[src/rtl/clic_pkg.sv]
/*
 * Shared definitions for the per-hart interrupt controller subsystem:
 * bus widths and types, the slice address map with register offsets,
 * CLINT source bit positions and the decode error read value.
 */

package clic_pkg;

  // ------------------------------------------------------------------------
  // widths and types
  // ------------------------------------------------------------------------
  localparam int unsigned REG_AW    = 32;
  localparam int unsigned REG_DW    = 32;
  localparam int unsigned NUM_SRC   = 16;
  localparam int unsigned SRC_IDX_W = 4;

  typedef logic [REG_AW-1:0]    reg_addr_t;
  typedef logic [REG_DW-1:0]    reg_data_t;
  typedef logic [NUM_SRC-1:0]   src_vec_t;
  typedef logic [SRC_IDX_W-1:0] src_id_t;

  // ------------------------------------------------------------------------
  // address map
  // ------------------------------------------------------------------------
  localparam reg_addr_t CLIC_BASE   = 32'h5000_0000;
  localparam reg_addr_t HART_STRIDE = 32'h0004_0000;

  // offset bits decoded inside one hart window
  localparam int unsigned OFF_W = $clog2(HART_STRIDE);

  localparam reg_addr_t OFF_ENABLE  = 32'h0;
  localparam reg_addr_t OFF_SWPEND  = 32'h4;
  localparam reg_addr_t OFF_PENDING = 32'h8;
  localparam reg_addr_t OFF_CLAIM   = 32'hC;

  // standard CLINT positions in the source vector
  localparam int unsigned SRC_MSIP = 3;
  localparam int unsigned SRC_MTIP = 7;
  localparam int unsigned SRC_SEIP = 9;
  localparam int unsigned SRC_MEIP = 11;

  // read value for addresses outside every hart window
  localparam reg_data_t ERR_VAL = 32'hBADCAB1E;

endpackage

[src/rtl/reg_addr_demux.sv]
/*
 * Register bus address decoder.
 * Matches the address against one window per hart, strobes the matching
 * slice and registers the response select and valid pulse. Addresses that
 * hit no window select the error target, index NUM_HARTS.
 */

`timescale 1ns/100ps

module reg_addr_demux #(
  parameter int unsigned NUM_HARTS = 4
) (
  input  logic                               clk_i,
  input  logic                               rst_ni,
  input  logic                               req_i,
  input  clic_pkg::reg_addr_t                addr_i,
  output logic [NUM_HARTS-1:0]               slice_req_o,
  output logic [$clog2(NUM_HARTS + 1)-1:0]   rsp_sel_o,
  output logic                               rsp_valid_o
);

  import clic_pkg::*;

  localparam int unsigned SEL_W = $clog2(NUM_HARTS + 1);

  logic [NUM_HARTS-1:0] hit;
  logic [SEL_W-1:0]     sel_d;
  logic [SEL_W-1:0]     sel_q;
  logic                 valid_q;

  // one address window per hart
  for (genvar h = 0; h < NUM_HARTS; h++) begin : gen_win
    localparam reg_addr_t WIN_LO = CLIC_BASE + reg_addr_t'(h) * HART_STRIDE;

    assign hit[h] = (addr_i >= WIN_LO) && (addr_i < WIN_LO + HART_STRIDE);

    // a strobed slice must be the one answering next cycle
    a_sel_follows_strobe : assert property (
      @(posedge clk_i) disable iff (!rst_ni)
      slice_req_o[h] |=> (rsp_valid_o && (rsp_sel_o == SEL_W'(h)))
    );
  end

  // default to the error target
  always_comb begin
    sel_d = SEL_W'(NUM_HARTS);
    for (int unsigned h = 0; h < NUM_HARTS; h++) begin
      if (hit[h]) begin
        sel_d = SEL_W'(h);
      end
    end
  end

  assign slice_req_o = req_i ? hit : '0;

  // ------------------------------------------------------------------------
  // response path, one cycle behind the request
  // ------------------------------------------------------------------------
  always_ff @(posedge clk_i or negedge rst_ni) begin
    if (!rst_ni) begin
      sel_q   <= '0;
      valid_q <= 1'b0;
    end else begin
      valid_q <= req_i;
      if (req_i) begin
        sel_q <= sel_d;
      end
    end
  end

  assign rsp_sel_o   = sel_q;
  assign rsp_valid_o = valid_q;

  a_req_onehot : assert property (
    @(posedge clk_i) disable iff (!rst_ni)
    $onehot0(slice_req_o)
  );

endmodule

[src/rtl/hart_irq_ctrl.sv]
/*
 * Interrupt controller for one hart.
 * Captures the level sources, holds the enable and software-pending
 * registers, selects the highest enabled pending source and answers
 * register reads one cycle after the request.
 */

`timescale 1ns/100ps

module hart_irq_ctrl (
  input  logic                          clk_i,
  input  logic                          rst_ni,
  input  logic                          req_i,
  input  logic                          we_i,
  input  logic [clic_pkg::OFF_W-1:0]    offset_i,
  input  clic_pkg::reg_data_t           wdata_i,
  input  logic                          timer_irq_i,
  input  logic                          meip_i,
  input  logic                          seip_i,
  output clic_pkg::reg_data_t           rdata_o,
  output logic                          irq_valid_o,
  output clic_pkg::src_id_t             irq_id_o
);

  import clic_pkg::*;

  logic      mtip_q;
  logic      meip_q;
  logic      seip_q;
  logic      swpend_q;
  src_vec_t  enable_q;
  src_vec_t  pending;
  src_vec_t  active;
  src_id_t   id_d;
  reg_data_t rd_val;
  reg_data_t rdata_q;

  // ------------------------------------------------------------------------
  // source capture
  // ------------------------------------------------------------------------
  always_ff @(posedge clk_i or negedge rst_ni) begin
    if (!rst_ni) begin
      mtip_q <= 1'b0;
      meip_q <= 1'b0;
      seip_q <= 1'b0;
    end else begin
      mtip_q <= timer_irq_i;
      meip_q <= meip_i;
      seip_q <= seip_i;
    end
  end

  always_comb begin
    pending           = '0;
    pending[SRC_MSIP] = swpend_q;
    pending[SRC_MTIP] = mtip_q;
    pending[SRC_SEIP] = seip_q;
    pending[SRC_MEIP] = meip_q;
  end

  // ------------------------------------------------------------------------
  // registers
  // ------------------------------------------------------------------------
  always_ff @(posedge clk_i or negedge rst_ni) begin
    if (!rst_ni) begin
      enable_q <= '0;
      swpend_q <= 1'b0;
    end else if (req_i && we_i) begin
      if (offset_i == OFF_W'(OFF_ENABLE)) begin
        enable_q <= wdata_i[NUM_SRC-1:0];
      end
      if (offset_i == OFF_W'(OFF_SWPEND)) begin
        swpend_q <= wdata_i[0];
      end
    end
  end

  // highest index wins
  assign active = pending & enable_q;

  always_comb begin
    id_d = '0;
    for (int unsigned i = 0; i < NUM_SRC; i++) begin
      if (active[i]) begin
        id_d = src_id_t'(i);
      end
    end
  end

  assign irq_valid_o = |active;
  assign irq_id_o    = id_d;

  // ------------------------------------------------------------------------
  // read data
  // ------------------------------------------------------------------------
  always_comb begin
    case (offset_i)
      OFF_W'(OFF_ENABLE):  rd_val = reg_data_t'(enable_q);
      OFF_W'(OFF_SWPEND):  rd_val = reg_data_t'(swpend_q);
      OFF_W'(OFF_PENDING): rd_val = reg_data_t'(pending);
      OFF_W'(OFF_CLAIM):   rd_val = {irq_valid_o, {(REG_DW - 1 - SRC_IDX_W){1'b0}}, id_d};
      default:             rd_val = '0;
    endcase
  end

  // writes answer with zero
  always_ff @(posedge clk_i or negedge rst_ni) begin
    if (!rst_ni) begin
      rdata_q <= '0;
    end else if (req_i) begin
      rdata_q <= we_i ? '0 : rd_val;
    end
  end

  assign rdata_o = rdata_q;

  a_claim_is_active : assert property (
    @(posedge clk_i) disable iff (!rst_ni)
    irq_valid_o |-> (pending[irq_id_o] && enable_q[irq_id_o])
  );

endmodule

[src/rtl/reg_rsp_mux.sv]
/*
 * Register bus response multiplexer.
 * Returns the read data of the slice named by the registered select, or
 * the fixed error value with the error flag for the error target.
 */

`timescale 1ns/100ps

module reg_rsp_mux #(
  parameter int unsigned NUM_HARTS = 4
) (
  input  logic [$clog2(NUM_HARTS + 1)-1:0]       rsp_sel_i,
  input  logic                                   rsp_valid_i,
  input  clic_pkg::reg_data_t [NUM_HARTS-1:0]    slice_rdata_i,
  output logic                                   rsp_valid_o,
  output clic_pkg::reg_data_t                    rdata_o,
  output logic                                   rsp_err_o
);

  import clic_pkg::*;

  localparam int unsigned SEL_W = $clog2(NUM_HARTS + 1);

  logic      is_err;
  reg_data_t sel_data;

  // anything past the last hart is the error target
  assign is_err = (rsp_sel_i >= SEL_W'(NUM_HARTS));

  always_comb begin
    if (is_err) begin
      sel_data = ERR_VAL;
    end else begin
      sel_data = slice_rdata_i[rsp_sel_i];
    end
  end

  // ------------------------------------------------------------------------
  // outputs, quiet outside a response cycle
  // ------------------------------------------------------------------------
  assign rsp_valid_o = rsp_valid_i;
  assign rdata_o     = rsp_valid_i ? sel_data : '0;
  assign rsp_err_o   = rsp_valid_i && is_err;

endmodule

[src/rtl/debug_req_gate.sv]
/*
 * Debug request gate.
 * Holds all per-hart debug requests low for DEL_CYCLES cycles after reset,
 * then passes them while debug is enabled.
 */

`timescale 1ns/100ps

module debug_req_gate #(
  parameter int unsigned NUM_HARTS  = 4,
  parameter int unsigned DEL_CYCLES = 500
) (
  input  logic                 clk_i,
  input  logic                 rst_ni,
  input  logic                 debug_enable_i,
  input  logic [NUM_HARTS-1:0] debug_req_i,
  output logic [NUM_HARTS-1:0] debug_req_o
);

  localparam int unsigned CNT_W = (DEL_CYCLES > 0) ? $clog2(DEL_CYCLES + 1) : 1;

  logic [CNT_W-1:0] cnt_q;
  logic             hold;

  // post-reset delay counter that stops at zero
  always_ff @(posedge clk_i or negedge rst_ni) begin
    if (!rst_ni) begin
      cnt_q <= CNT_W'(DEL_CYCLES);
    end else if (cnt_q != '0) begin
      cnt_q <= cnt_q - CNT_W'(1);
    end
  end

  assign hold        = (cnt_q != '0) || !debug_enable_i;
  assign debug_req_o = hold ? '0 : debug_req_i;

  a_quiet_while_counting : assert property (
    @(posedge clk_i) disable iff (!rst_ni)
    (cnt_q != '0) |-> (debug_req_o == '0)
  );

endmodule

[src/rtl/irq_subsystem_top.sv]
/*
 * Interrupt subsystem top level.
 * Connects the address decoder, one interrupt controller slice per hart,
 * the response multiplexer and the debug request gate.
 */

`timescale 1ns/100ps

module irq_subsystem_top #(
  parameter int unsigned NUM_HARTS  = 4,
  parameter int unsigned DEL_CYCLES = 500
) (
  input  logic                                clk_i,
  input  logic                                rst_ni,
  // register bus
  input  logic                                reg_req_i,
  input  logic                                reg_we_i,
  input  clic_pkg::reg_addr_t                 reg_addr_i,
  input  clic_pkg::reg_data_t                 reg_wdata_i,
  output logic                                reg_rsp_valid_o,
  output clic_pkg::reg_data_t                 reg_rdata_o,
  output logic                                reg_rsp_err_o,
  // interrupt levels and core notification
  input  logic [NUM_HARTS-1:0]                timer_irq_i,
  input  logic [NUM_HARTS-1:0]                meip_i,
  input  logic [NUM_HARTS-1:0]                seip_i,
  output logic [NUM_HARTS-1:0]                irq_valid_o,
  output clic_pkg::src_id_t [NUM_HARTS-1:0]   irq_id_o,
  // debug
  input  logic                                debug_enable_i,
  input  logic [NUM_HARTS-1:0]                debug_req_i,
  output logic [NUM_HARTS-1:0]                debug_req_o
);

  import clic_pkg::*;

  localparam int unsigned SEL_W = $clog2(NUM_HARTS + 1);

  logic [NUM_HARTS-1:0]      slice_req;
  logic [SEL_W-1:0]          rsp_sel;
  logic                      rsp_valid;
  reg_data_t [NUM_HARTS-1:0] slice_rdata;

  // ------------------------------------------------------------------------
  // register bus
  // ------------------------------------------------------------------------
  reg_addr_demux #(
    .NUM_HARTS   ( NUM_HARTS )
  ) i_reg_addr_demux (
    .clk_i       ( clk_i      ),
    .rst_ni      ( rst_ni     ),
    .req_i       ( reg_req_i  ),
    .addr_i      ( reg_addr_i ),
    .slice_req_o ( slice_req  ),
    .rsp_sel_o   ( rsp_sel    ),
    .rsp_valid_o ( rsp_valid  )
  );

  for (genvar h = 0; h < NUM_HARTS; h++) begin : gen_hart
    hart_irq_ctrl i_hart_irq_ctrl (
      .clk_i       ( clk_i                  ),
      .rst_ni      ( rst_ni                 ),
      .req_i       ( slice_req[h]           ),
      .we_i        ( reg_we_i               ),
      .offset_i    ( reg_addr_i[OFF_W-1:0]  ),
      .wdata_i     ( reg_wdata_i            ),
      .timer_irq_i ( timer_irq_i[h]         ),
      .meip_i      ( meip_i[h]              ),
      .seip_i      ( seip_i[h]              ),
      .rdata_o     ( slice_rdata[h]         ),
      .irq_valid_o ( irq_valid_o[h]         ),
      .irq_id_o    ( irq_id_o[h]            )
    );
  end

  reg_rsp_mux #(
    .NUM_HARTS     ( NUM_HARTS )
  ) i_reg_rsp_mux (
    .rsp_sel_i     ( rsp_sel         ),
    .rsp_valid_i   ( rsp_valid       ),
    .slice_rdata_i ( slice_rdata     ),
    .rsp_valid_o   ( reg_rsp_valid_o ),
    .rdata_o       ( reg_rdata_o     ),
    .rsp_err_o     ( reg_rsp_err_o   )
  );

  // ------------------------------------------------------------------------
  // debug requests
  // ------------------------------------------------------------------------
  debug_req_gate #(
    .NUM_HARTS      ( NUM_HARTS  ),
    .DEL_CYCLES     ( DEL_CYCLES )
  ) i_debug_req_gate (
    .clk_i          ( clk_i          ),
    .rst_ni         ( rst_ni         ),
    .debug_enable_i ( debug_enable_i ),
    .debug_req_i    ( debug_req_i    ),
    .debug_req_o    ( debug_req_o    )
  );

endmodule

[config.mk]
export PLATFORM = sky130hd
export DESIGN_NAME = irq_subsystem_top
export DESIGN_NICKNAME = d
export VERILOG_FILES = /design/src/rtl/clic_pkg.sv /design/src/rtl/reg_addr_demux.sv /design/src/rtl/hart_irq_ctrl.sv /design/src/rtl/reg_rsp_mux.sv /design/src/rtl/debug_req_gate.sv /design/src/rtl/irq_subsystem_top.sv
export SDC_FILE = /design/constraint.sdc
export NUM_CORES = 1
export LEC_CHECK = 0
export ABC_AREA = 1
export BUFFER_PORTS_ARGS = -buffer_cell sky130_fd_sc_hd__buf_2
export CORE_UTILIZATION = 25
export CTS_CLUSTER_DIAMETER = 30
export DETAILED_ROUTE_END_ITERATION = 10
export GPL_TIMING_DRIVEN = 0
export MAX_ROUTING_LAYER = met4
export PLACE_DENSITY = 0.42
export SETUP_SLACK_MARGIN = 0.15
export SLEW_MARGIN = 15
export SYNTH_ARGS = -nofsm -noshare
export SYNTH_HDL_FRONTEND = slang
export SYNTH_SLANG_ARGS = --single-unit
[constraint.sdc]
create_clock -name clk_i -period 3.3 [get_ports clk_i]
set_input_delay 0.33 -clock clk_i [delete_from_list [all_inputs] [get_ports clk_i]]
set_output_delay 0.33 -clock clk_i [all_outputs]
set_load 0.05 [all_outputs]
==> results.yml <==
timing:
  relSlewSlack: 0.550
  fin_crit_ps: 2830
  fin_crit_sh: 0.859
  finClkSkew_ps: 11.0
  tightest_slew_ps: 676
  setup_viol: 0
  worst_slack_ps: 467
  hold_viol: 0
  maxSlewViolCount: 0
  fmax_mhz: 353
  rsz0062_at_grt: "no"
  whs_ps: 15.3
drt:
  ant_nets: 0
  drc: 0
  routedWlPerCell_um: 17.8
  wl_met1_mm: 14.5
  met3WireLength_mm: 1.56
  topRoutingLayerUsed: "met4"
  dr.pass1.iters: 5
  met2WireLength_mm: 13.2
  num_vias: 7642
  viasPerCell: 4.60
  initialDrtViolationCount: 564
  drt_wl_total_mm: 29.5
cts:
  path_clk_slew_ps: 70
  cts_tree: "yes"
  post_cts_resized: 0
  numCtsBuffers: 17
  h-tree-depth: 4
  cts-root-buf: "clkbuf_16"
  clock_latency_ps: 420
  clk_path_buf_depth: 2
  cts_sinks: 161
placement:
  place_congestion: 0.874
  io_buffers: 120
  pre_cts_slack_ps: 906
  dpl.cell_count: 1619
  hpwl_mm: 22.7
setup_path:
  crit_path_end: "reg_rdata_o[11]"
  r2r-end: "i_debug_req_gate.cnt_q[3]"
  cp.required_ps: 2970
  worstSetupStartpoint: "i_reg_addr_demux.rsp_sel_o[0]"
  max_stage_delay_ps: 450
  cp_slowest_cell: "clkbuf_1"
  reg2regPathDepth: 10
  end_kind: "primary output"
  worstPathMaxFanout: 10
  arrival_ps: 2500
  rrSetupSlack_ps: 1240
  start_kind: "flip-flop"
  crit_chain: "inv_1, clkbuf_1, clkbuf_1, nor2_1, o221ai_1, nand2_1, inv_1, buf_2"
  path_class: "flip-flop to primary output"
  reg2reg_from: "i_debug_req_gate.cnt_q[0]"
global_routing:
  track_usage: 0.187
  grt_pass1_vias: 7302
  grt_overflow: 0
  grt_max_degree: 94
  antenna_found_initial: 1
  grt_first_pass_wirelength_mm: 45.5
finish:
  ff_latch_area_um2: 4040
  synthToLayoutAreaGrowth_pct: 23.6
  stdcell_count: 1663
  fillCellCount: 3583
  fin_nets: 1293
  drive_above_1_share: 0.198
  fin_util: 0.313
  multi_input_area_um2: 3450
yosys:
  synth_top_area_frac: 0.472
  async_flop_share: 1.00
  synth_area_um2: 8220
  synthFlopType: "dfrtp_1"
  ys_seq_elements: 161
  ys_seq_area_frac: 0.491
  synth_most_common_cell: "nand2_1"
  synth.distinct_cells: 38
  ys_top_cells_by_count: "nand2_1, dfrtp_1, nand3_1, nand4_1, inv_1"
  synth.avg_cell_area_um2: 7.82
  synth_cells: 1051
  yosys_warnings: 0
  synth_enable_flop_cells: 0
  synth_top_area_cell: "dfrtp_1"
  synth_area_leaders: "dfrtp_1, nand2_1, nand3_1"
worst_hold_path:
  min_path_type: "input port to flip-flop"
power:
  p_leak_nw: 5.49
  power_density_nw_per_um2: 441
  peakVddDrop_v: 0.000295
floorplan:
  placementRows: 66
  die_h_um: 183
  die_w_um: 183
  boundaryPins: 143
  coreArea_um2: 32500
  dieArea_um2: 33600
  initial_core_util: 0.253
job:
  max_cap_violations: 0
status:
  outcome: "finished clean"
==> report_power, final <==
part | total [W] | switching (W) | leakage, nW | internal (W)
clock | 0.00210 | 0.000844 | 0.308 | 0.00126
combinational | 0.000379 | 0.000276 | 3.09 | 0.000103
sequential | 0.00200 | 0.00000729 | 2.09 | 0.00199
total | 0.00448 | 0.00113 | 5.49 | 0.00335
==> cell families after synthesis <==
family,synth area share
flops,0.491
compound gates,0.0741
buf+inv,0.0922
xor+xnor,0.00426
fa+ha+maj,0.00152
simple gates,0.337
other cells,0.000456
==> critical path: cells and delay by family (launching register included) <==
family                 cells  cell delay [ps]
buffers and inverters      5             1230
DFF                        1              430
AOI/OAI and AO/OA          1              270
and+or+nand+nor            2              160
==> how the worst min path moves through the flow <==
stage	startpoint	end	slack (ps)	cells past startpoint
6_report	seip_i[1]	gen_hart[1].i_hart_irq_ctrl.seip_q	20	1
5_1_grt	seip_i[1]	gen_hart[1].i_hart_irq_ctrl.seip_q	5	1
4_1_cts	seip_i[1]	gen_hart[1].i_hart_irq_ctrl.seip_q	2	1
3_5_place_dp	rst_ni	gen_hart[0].i_hart_irq_ctrl.rdata_o[6]	340	1
3_3_place_gp	meip_i[2]	gen_hart[2].i_hart_irq_ctrl.meip_q	440	1
2_1_floorplan	rst_ni	gen_hart[0].i_hart_irq_ctrl.enable_q[0]	30	0
==> cells in the final DEF (no fill, tap or decap), types with 3 or more instances in the layout <==
cell type,count
clkinv_1,3
o21ai_0,72
inv_1,73
bufinv_16,3
clkinv_2,3
dfstp_2,6
nand2_2,6
buf_2,144
nand2_1,333
xor2_1,3
nand3_2,4
buf_4,21
nor2_1,56
inv_6,3
nand3_1,113
buf_6,7
clkbuf_1,26
conb_1,6
dfrtp_1,155
a21oi_1,28
o221ai_1,5
dlygate4sd3_1,11
clkbuf_16,17
nand4_1,83
nor2_2,10
clkbuf_8,3
==> flip-flops by register name, summed over array words and instances, names as in the netlist <==
register / flops
gen_hart.i_hart_irq_ctrl.seip_q: 4
gen_hart.i_hart_irq_ctrl.meip_q: 4
gen_hart.i_hart_irq_ctrl.rdata_o: 68
i_debug_req_gate.cnt_q: 9
gen_hart.i_hart_irq_ctrl.enable_q: 64
gen_hart.i_hart_irq_ctrl.swpend_q: 4
gen_hart.i_hart_irq_ctrl.mtip_q: 4
i_reg_addr_demux.rsp_valid_o: 1
i_reg_addr_demux.rsp_sel_o: 3
==> metrics by stage <==
step,TNS (ps),area (µm²),power (W)
after global placement,-146010,9400,0.00240
final,0,10200,0.00448
after CTS,0,10100,0.00453
after global routing,0,10200,0.00463
after detailed placement,0,9430,0.00241
after floorplan,0,8240,0.00224
==> timing repair <==
item | CTS | global route
setup buffers | 0 | 0
hold buffers | 9 | 2
endpoints found under the hold margin | 70 | 2
==> metal layers <==
| metal | GRT usage | vias to the layer above |
|---|---|---|
| met2 | 0.279 | 205 |
| met1 | 0.266 | 3654 |
| li1 | - | 3764 |
| met3 | 0.0274 | 19 |
| met5 | - | - |
| met4 | 0.0393 | 0 |
==> layout make-up <==
cell class	count	share of cell area
inverter	79	0.0294
antenna	1	0.000246
timing repair buffer	132	0.0736
clock inverter	11	0.0146
sequential	161	0.397
clock buffer	21	0.0463
buffer	79	0.0452
multi-input combinational	737	0.339
tap	442	0.0544
(Power assumes the default switching activity.)
